`src/clkCtlPkg.sv`:
```
`default_nettype none

// Clock board configuration and status formats
package clkCtlPkg;

  typedef logic [7:0] burstCountT;

  // Load code 4
  typedef struct packed {
    logic [1:0] sourceSel;
    logic [1:0] rateSel;
  } sourceRateT;

  // Load code 5, per section clock disables
  typedef struct packed {
    logic crmDis;
    logic edpDis;
    logic ctlDis;
  } clkDisableT;

  // Load code 6, stored for readback only
  typedef struct packed {
    logic fmCheck;
    logic cramCheck;
    logic dramCheck;
    logic fsCheck;
  } parityCheckT;

  // Load code 7
  typedef struct packed {
    logic mboxCycleDis;
    logic respSim;
    logic arParCheck;
    logic errStopEn;
  } cycleCtlT;

  typedef struct packed {
    sourceRateT  sourceRate;
    clkDisableT  clkDisable;
    parityCheckT parityCheck;
    cycleCtlT    cycleCtl;
  } modeRegsT;

  typedef struct packed {
    logic       mrReset;
    logic       running;
    logic       burstActive;
    logic       burstZero;
    burstCountT burstCount;
  } gateStatusT;

  // One pulse per processor section
  typedef struct packed {
    logic crm;
    logic edp;
    logic ctl;
  } sectionClkT;

endpackage

`default_nettype wire

```
`src/ebusPkg.sv`:
```
`default_nettype none

// Diagnostic bus function codes and transfer formats
package ebusPkg;

  // Diagnostic select field, bus DS 4 to 6
  typedef logic [2:0] diagSelT;

  // Data nibble, bus bits 32 to 35 with bit 32 as the MSB
  typedef logic [3:0] diagNibbleT;

  // Control function codes, 3 and 4 do nothing on this board
  typedef enum diagSelT {
    ctlStop       = 3'd0,
    ctlStart      = 3'd1,
    ctlSingleStep = 3'd2,
    ctlBurst      = 3'd5,
    ctlClearReset = 3'd6,
    ctlSetReset   = 3'd7
  } ctlFuncE;

  // Load function codes, 0 and 1 are ignored
  typedef enum diagSelT {
    ldBurstLow     = 3'd2,
    ldBurstHigh    = 3'd3,
    ldSourceRate   = 3'd4,
    ldClockDisable = 3'd5,
    ldParityCheck  = 3'd6,
    ldCycleControl = 3'd7
  } ldFuncE;

  typedef struct packed {
    logic       ctlFunc;
    logic       ldFunc;
    logic       readFunc;
    diagSelT    sel;
    diagNibbleT data;
  } ebusReqT;

  // Word holds bus bits 30 to 35, bit 30 in the MSB
  typedef struct packed {
    logic       driving;
    logic [5:0] word;
  } ebusDriveT;

endpackage

`default_nettype wire
```
`src/clkBoard.sv`:
```
`timescale 1ns/100ps
`default_nettype none

module clkBoard (
  input  logic                  MBOX_CLK,
  input  logic                  CLK,
  input  ebusPkg::ebusReqT      ebusReq,
  output ebusPkg::ebusDriveT    ebusDrive,
  output clkCtlPkg::sectionClkT sectionClk,
  output clkCtlPkg::gateStatusT status
);

  import clkCtlPkg::*;

  // Board configuration shared by the pulse generator and readback
  modeRegsT mode;

  clockGate uClockGate (
    .MBOX_CLK   (MBOX_CLK),
    .CLK        (CLK),
    .ebusReq    (ebusReq),
    .rateSel    (mode.sourceRate.rateSel),
    .clkDisable (mode.clkDisable),
    .status     (status),
    .sectionClk (sectionClk)
  );

  modeRegs uModeRegs (
    .MBOX_CLK (MBOX_CLK),
    .CLK      (CLK),
    .ebusReq  (ebusReq),
    .mode     (mode)
  );

  diagReadback uDiagReadback (
    .ebusReq   (ebusReq),
    .status    (status),
    .mode      (mode),
    .ebusDrive (ebusDrive)
  );

endmodule

`default_nettype wire

```
`src/diagReadback.sv`:
```
`timescale 1ns/100ps
`default_nettype none

module diagReadback (
  input  ebusPkg::ebusReqT      ebusReq,
  input  clkCtlPkg::gateStatusT status,
  input  clkCtlPkg::modeRegsT   mode,
  output ebusPkg::ebusDriveT    ebusDrive
);

  // Status word for each read select, MSB is bus bit 30
  always_comb begin
    ebusDrive = '0;
    if (ebusReq.readFunc) begin
      ebusDrive.driving = 1'b1;
      case (ebusReq.sel)
        3'd0: begin
          ebusDrive.word = {status.mrReset,
                            status.running,
                            status.burstActive,
                            status.burstZero,
                            status.burstCount[7:6]};
        end
        3'd1: begin
          ebusDrive.word = status.burstCount[5:0];
        end
        3'd2: begin
          ebusDrive.word = {mode.sourceRate.rateSel,
                            mode.sourceRate.sourceSel,
                            mode.cycleCtl.errStopEn,
                            mode.cycleCtl.mboxCycleDis};
        end
        3'd3: begin
          ebusDrive.word = {mode.clkDisable.crmDis,
                            mode.clkDisable.edpDis,
                            mode.clkDisable.ctlDis,
                            mode.cycleCtl.respSim,
                            mode.cycleCtl.arParCheck,
                            1'b0};
        end
        3'd4: begin
          ebusDrive.word = {mode.parityCheck.fmCheck,
                            mode.parityCheck.cramCheck,
                            mode.parityCheck.dramCheck,
                            mode.parityCheck.fsCheck,
                            2'b00};
        end
        // Selects 5 to 7 read as zero
        default: begin
          ebusDrive.word = '0;
        end
      endcase
    end
  end

endmodule

`default_nettype wire

```
`src/modeRegs.sv`:
```
`timescale 1ns/100ps
`default_nettype none

module modeRegs (
  input  logic                MBOX_CLK,
  input  logic                CLK,
  input  ebusPkg::ebusReqT    ebusReq,
  output clkCtlPkg::modeRegsT mode
);

  import ebusPkg::*;

  logic loadStrobe;
  logic upperCode;

  // Codes 4 to 7 all have the top select bit set
  assign upperCode  = ebusReq.sel[2];
  assign loadStrobe = ebusReq.ldFunc & upperCode;

  always_ff @(posedge MBOX_CLK or posedge CLK) begin
    if (CLK) begin
      mode <= '0;
    end else if (loadStrobe) begin
      case (ldFuncE'(ebusReq.sel))
        ldSourceRate: begin
          mode.sourceRate <= ebusReq.data;
        end
        // Bus bits 33 to 35, bit 32 unused
        ldClockDisable: begin
          mode.clkDisable <= ebusReq.data[2:0];
        end
        ldParityCheck: begin
          mode.parityCheck <= ebusReq.data;
        end
        ldCycleControl: begin
          mode.cycleCtl <= ebusReq.data;
        end
        default: ;
      endcase
    end
  end

endmodule

`default_nettype wire

```
`src/clockGate.sv`:
```
`timescale 1ns/100ps
`default_nettype none

module clockGate (
  input  logic                  MBOX_CLK,
  input  logic                  CLK,
  input  ebusPkg::ebusReqT      ebusReq,
  input  logic [1:0]            rateSel,
  input  clkCtlPkg::clkDisableT clkDisable,
  output clkCtlPkg::gateStatusT status,
  output clkCtlPkg::sectionClkT sectionClk
);

  import ebusPkg::*;
  import clkCtlPkg::*;

  logic       running;
  logic       burstActive;
  logic       stepPending;
  logic       mrReset;
  logic [2:0] prescale;
  burstCountT burstCount;

  logic burstZero;
  logic tick;
  logic pulseEn;
  logic fire;
  logic burstDec;
  logic burstLoad;

  // Tick when the low rateSel bits of the prescaler are all zero
  always_comb begin
    case (rateSel)
      2'd0:    tick = 1'b1;
      2'd1:    tick = (prescale[0] == 1'b0);
      2'd2:    tick = (prescale[1:0] == 2'b00);
      default: tick = (prescale == 3'b000);
    endcase
  end

  assign burstZero = (burstCount == '0);
  assign pulseEn   = running | (burstActive & ~burstZero) | stepPending;
  assign fire      = tick & pulseEn;
  assign burstDec  = fire & burstActive & ~burstZero;
  assign burstLoad = ebusReq.ldFunc &
                     ((ebusReq.sel == ldBurstLow) | (ebusReq.sel == ldBurstHigh));

  always_ff @(posedge MBOX_CLK or posedge CLK) begin
    if (CLK) begin
      prescale   <= '0;
      sectionClk <= '0;
    end else begin
      prescale       <= prescale + 3'd1;
      // Each section pulse lasts one cycle
      sectionClk.crm <= fire & ~clkDisable.crmDis;
      sectionClk.edp <= fire & ~clkDisable.edpDis;
      sectionClk.ctl <= fire & ~clkDisable.ctlDis;
    end
  end

  // Burst counter, nibble loads take priority over counting
  always_ff @(posedge MBOX_CLK or posedge CLK) begin
    if (CLK) begin
      burstCount <= '0;
    end else if (burstLoad) begin
      if (ebusReq.sel == ldBurstLow) begin
        burstCount[3:0] <= ebusReq.data;
      end else begin
        burstCount[7:4] <= ebusReq.data;
      end
    end else if (burstDec) begin
      burstCount <= burstCount - 8'd1;
    end
  end

  // Run, burst, single step and master reset flip-flops
  always_ff @(posedge MBOX_CLK or posedge CLK) begin
    if (CLK) begin
      running     <= 1'b0;
      burstActive <= 1'b0;
      stepPending <= 1'b0;
      mrReset     <= 1'b1;
    end else begin
      if (fire) begin
        stepPending <= 1'b0;
      end
      // Last burst pulse, or a burst started with nothing to count
      if ((burstDec && burstCount == 8'd1) || (burstActive && burstZero)) begin
        burstActive <= 1'b0;
      end
      if (ebusReq.ctlFunc) begin
        case (ctlFuncE'(ebusReq.sel))
          ctlStop: begin
            running     <= 1'b0;
            burstActive <= 1'b0;
            stepPending <= 1'b0;
          end
          ctlStart:      running     <= 1'b1;
          ctlSingleStep: stepPending <= 1'b1;
          ctlBurst:      burstActive <= 1'b1;
          ctlClearReset: mrReset     <= 1'b0;
          ctlSetReset:   mrReset     <= 1'b1;
          default: ;
        endcase
      end
    end
  end

  always_comb begin
    status.mrReset     = mrReset;
    status.running     = running;
    status.burstActive = burstActive;
    status.burstZero   = burstZero;
    status.burstCount  = burstCount;
  end

endmodule

`default_nettype wire

```
`config.mk`:
```
export PLATFORM = sky130hd
export DESIGN_NAME = clkBoard
export DESIGN_NICKNAME = d
export VERILOG_FILES = /design/src/clkCtlPkg.sv /design/src/ebusPkg.sv /design/src/clkBoard.sv /design/src/diagReadback.sv /design/src/modeRegs.sv /design/src/clockGate.sv
export SDC_FILE = /design/constraint.sdc
export NUM_CORES = 1
export LEC_CHECK = 0
export ABC_AREA = 1
export ABC_CLOCK_PERIOD_IN_PS = 2500
export BUFFER_PORTS_ARGS = -buffer_cell sky130_fd_sc_hd__buf_2
export CORE_MARGIN = 3
export CORE_UTILIZATION = 50
export DETAILED_ROUTE_END_ITERATION = 6
export PLACE_DENSITY = 0.72
export SLEW_MARGIN = 25
export SYNTH_ARGS = -nofsm -noshare
export SYNTH_HDL_FRONTEND = slang
export SYNTH_SLANG_ARGS = --single-unit
```
`constraint.sdc`:
```
create_clock -name MBOX_CLK -period 2.5 [get_ports MBOX_CLK]
set_clock_uncertainty 0.05 [all_clocks]
set_input_delay 0.375 -clock MBOX_CLK [delete_from_list [all_inputs] [get_ports MBOX_CLK]]
set_output_delay 0.375 -clock MBOX_CLK [all_outputs]
set_load 0.1 [all_outputs]
```
# Word level (Yosys, flattened, before mapping)
# Index checks and enable logic that the tools add are counted.
# Widths: inputs -> output; s select.
# totals
register_bits	33
latch_bits	0
mem_bits_rw	0
rom_bits	0
input_bits	12
wordCells	88
mem_count	0
# op_classes
add_sub_neg	2
mul	0
div	0
magnitude_cmp	0
eq_ne	12
n_shift	0
muxes	15
n_bitwise	17
reduce_logical	19
# ops
op	n
$pmux 6 s5	1
$mux 8	2
$reduce_and 2->1	8
$eq 3x3->1 const B	4
$and 1x1->1	9
$eq 8x1->1 const B	1
$logic_not 8->1	1
$mux 4	2
$pmux 1 s2	4
$sub 8x1->8 const B	1
$mux 7	1
$eq 3x2->1 const B	2
$logic_not 3->1	2
$reduce_bool 2->1	3
$not 1->1	5
$logic_not 2->1	2
$mux 1	4
$ne 2x2->1 const B	2
$add 3x1->3 const B	1
$eq 3x1->1 const B	1
$or 1x1->1	3
$pmux 1 s3	1
$eq 2x1->1 const B	1
$eq 2x2->1 const B	1
other kinds (2)	3

# Longest topological paths before layout
# depth
word_depth	13
mapped_depth	10
depth_no_buf	10

# By module
# Synthesis repeated with hierarchy kept, for this count alone.
# hier_totals
hier_cells	287
hier_area_um2	2098.3
# by_module_without_submodules
module	instances	cells_each	area_each_um2
clockGate	1	149	1122.3
modeRegs	1	74	626.9
diagReadback	1	64	349.1

# Least setup slack after synthesis
# Ideal clock, no wire load.
# synth_path
kind	reg2out
start	register uClockGate.burstCount[0]
end	output port ebusDrive[2] (netlist bit)
arrival_time_ps	3166
required_time_ps	2075
path_slack_ps	-1091
stages_incl_launch_ff	7
n_path_buf	0
path_cell_list	dfrtp_1 inv_1 ha_1 nand2_2 nor2_2 nand2_1 a21oi_1
# synth_rtl
item	line_no	rtl
from (decl)	clockGate.sv:22	burstCountT burstCount;
from (signal assigned)	clockGate.sv:67	burstCount[3:0] <= ebusReq.data;
from (signal assigned)	clockGate.sv:72	burstCount <= burstCount - 8'd1;
to (decl)	clkBoard.sv:8	output ebusPkg::ebusDriveT ebusDrive,

==> results.md <==
* Hold WC Path Type: in2async
* Area delta synth->final at 18.3%
* Initial Utilization at 0.527
* Leakage power at 1.19 nW
* FILL cells at 342
* CP Capture Point: ebusDrive[2]
* Max-cap violations at 0
* FF/Latch Area at 828 um2
* WL/cell at 14.2 um
* Core area at 3720 um2
* Die ar. at 4700 um2
* FF-to-FF path depth at 9
* Vias per cell at 5.33
* Flops & latches, synth at 33
* Crit path from: uClockGate.burstCount[0]
* Setup ws final at 137 ps
* Largest net degree at the start of global routing at 19
* Switching part of the total at 0.554
* First-pass GRT wire length at 7890 um
* CTS Sinks at 33
* Post-route DRC at 0
* R2R Path Start: uClockGate.burstCount[0]
* CTS tree: done
* Routed Antenna Nets at 0
* Layout cell share with drive strength beyond 1 at 0.251
* CTS HTree Levels at 2
* Final setup viols at 0
* Count of hold-fix buffers inserted at cts at 0
* Clk Tree Root Cell: clkbuf_8
* Min Tclk post-route at 2360 ps
* Vias at 1808
* GRT overflow at 0
* Row count at 22
* Post-route cell area at 2320 um2
* Buf/Inv on CP at 2
* Clk_lat worst skew at 290 ps
* Number of cells on the critical path at 7
* Final Max Tran Viols at 0
* Worst reg2reg path endpoint: uClockGate.burstCount[0]
* Cells after Synth at 256
* # IOs at 34
* Least-Margin Pin Slew at 704 ps
* WP data required at 2080 ps
* Crit Path Class: reg2out
* Layout Utilization at 0.624
* Multi-input logic area at 998 um2
* Crit-path leading delay family: simple AND/OR/NAND/NOR gates
* Synth Cell Area at 1960 um2
* Worst-path clk slew at 70 ps
* Synthesized area per cell at 7.65 um2
* Status: finished, final reports clean
* Worst reg2reg setup slack at 820 ps
* Worst setup EP type: output port
* Syn. warnings at 0
* Max clock buf depth at 2
* Vias in the first global route at 1636
* Post-DP HPWL at 3750 um
* Worst slew margin at 0.530
* DIE WIDTH at 68.6 um
* Initial antenna violation count at 0
* Combinational share of power at 0.565
* Worst setup SP type: register
* Nets at 307
* Max incr delay on CP at 440 ps
* PortBufs at 33
* Clock power share at 0.163
* Maximum clock rate at 423 MHz
* Netlist cell types at 26
* TritonCTS buffer count at 5
* GRT Util Overall at 0.231
* Sequential share of power at 0.272
* Internal power at 1.32 mW
* Fin crit share at 0.945
* First-pass detailed-route iteration total at 4
* Post-Syn Nets at 272
* Power Dens Cells at 1280 nW/um2
* Pre-CTS setup slack at 319 ps
* RSZ-0062 raised after global routing: false
* CP cell instances: clkinvlp_4 -> ha_1 -> nand2_2 -> nor2_2 -> nand2_1 -> a21oi_4 -> buf_12
* Ant diodes at 0
* Iteration-0 DRC Markers at 149
* Fin. Hold Viols at 0
* CP Max Fanout at 7
* GP Congestion at 0.900
* Maximum vdd drop at 0.437 mV
* Cell Area, Placed at 2210 um2
* Arrival time at the worst endpoint at 1940 ps
* Total wire length at 4810 um
* Sequential fraction of the synthesis area at 0.422
* Die height at 68.6 um
* Psw at 1.64 mW
* Critical path's slowest cell: dfrtp_2
stage by stage:
step | power (mW) | hold WS (ps) | TNS [ps] | cells
global placement | 2.44 | 402 | 0 | 332
detailed placement | 2.46 | 403 | 0 | 332
CTS | 2.96 | 172 | 0 | 339
finish | 2.96 | 142 | 0 | 339
floorplan | 2.19 | 375 | -152 | 256
global route | 3.13 | 189 | 0 | 339
worst register-to-register path, delay by kind of cell, from the launching register on:
| family | cells | cell delay (ps) |
|---|---|---|
| fa+ha+maj | 1 | 220 |
| compound gates | 1 | 60 |
| simple gates | 6 | 650 |
| buf+inv | 1 | 150 |
| flops | 1 | 440 |
synthesized netlist by cell type (all sizes together):
| master | number | area (um2) |
|---|---|---|
| xor2 | 1 | 8.76 |
| nor3 | 1 | 5.00 |
| dfstp | 1 | 26.3 |
| nor2 | 33 | 178 |
| a21oi | 7 | 35.0 |
| nand2 | 82 | 363 |
| o21ai | 31 | 178 |
| buf | 7 | 50.0 |
| nand4 | 3 | 18.8 |
| nand3 | 12 | 60.1 |
| ha | 4 | 50.1 |
| dfrtp | 32 | 801 |
| o221ai | 1 | 8.76 |
| o22ai | 5 | 31.3 |
| xnor2 | 2 | 17.5 |
| inv | 34 | 128 |
kinds of logic after synthesis:
kind of cell	count (synthesis)	share of synthesized area
flip-flops	33	0.422
adder cells (fa/ha/maj)	4	0.0256
buffers and inverters	41	0.0907
AND/OR/NAND/NOR	131	0.319
XOR/XNOR	3	0.0134
AO/OA/AOI/OAI	44	0.129
cell type report:
cell class                 instances  share of cell area
timing repair buffer              35              0.0842
clock inverter                     2              0.0151
tap                               48              0.0259
clock buffer                       5              0.0297
multi-input combinational        182               0.431
inverter                          34              0.0567
sequential                        33               0.357
metal layers:
metal  global-route usage  part of all wire
met1                0.330              0.46
met2                0.331              0.45
met3               0.0648             0.071
met4               0.0844             0.015
met5                    0                 0
power groups by stage:
stage | clock network (mW) | logic (mW) | registers (mW)
floorplan | 0 | 0.835 | 1.35
global placement | 0 | 1.64 | 0.804
detailed placement | 0 | 1.65 | 0.808
CTS | 0.493 | 1.67 | 0.798
global route | 0.522 | 1.79 | 0.823
finish | 0.484 | 1.67 | 0.805
registers in the layout, summed over array words and instances, names as in the netlist:
register                cells
uClockGate.stepPending      1
uClockGate.running          1
uClockGate.burstActive      1
uClockGate.mrReset          1
uModeRegs.mode             15
uClockGate.prescale         3
uClockGate.burstCount       8
uClockGate.sectionClk       3
layout by cell type (no fill, tap or decap), types with 2 or more instances in the layout:
cell	netlist	final
o21ai_0	24	24
nor2_4	4	7
a21oi_4	0	2
nand2_2	3	3
nand2_8	2	2
inv_2	2	2
o22ai_1	5	5
nand2_4	2	2
xnor2_1	2	2
nand3_1	12	12
dfrtp_1	32	31
nand4_1	3	3
a21oi_1	7	5
buf_2	1	32
ha_1	4	4
clkbuf_8	0	5
o21ai_2	6	6
nor2_2	3	3
nand2_1	75	75
buf_4	6	2
nor2_1	25	22
inv_1	32	31
worst min path at each step:
stage	start	to	slack, ps	cells after the start
3_3_place_gp	uModeRegs.mode[9]	uClockGate.sectionClk[1]	400	1
2_1_floorplan	uModeRegs.mode[8]	uClockGate.sectionClk[0]	370	1
5_1_grt	CLK	uClockGate.burstActive	190	2
6_report	CLK	uClockGate.burstActive	140	2
3_5_place_dp	uModeRegs.mode[9]	uClockGate.sectionClk[1]	400	1
4_1_cts	CLK	uClockGate.burstCount[2]	170	2
what timing repair did:
action | CTS | global route
buffers inserted | 0 | 0
resized for setup | 0 | 1
setup endpoints to repair | 0 | 1
(Power assumes the default switching activity.)
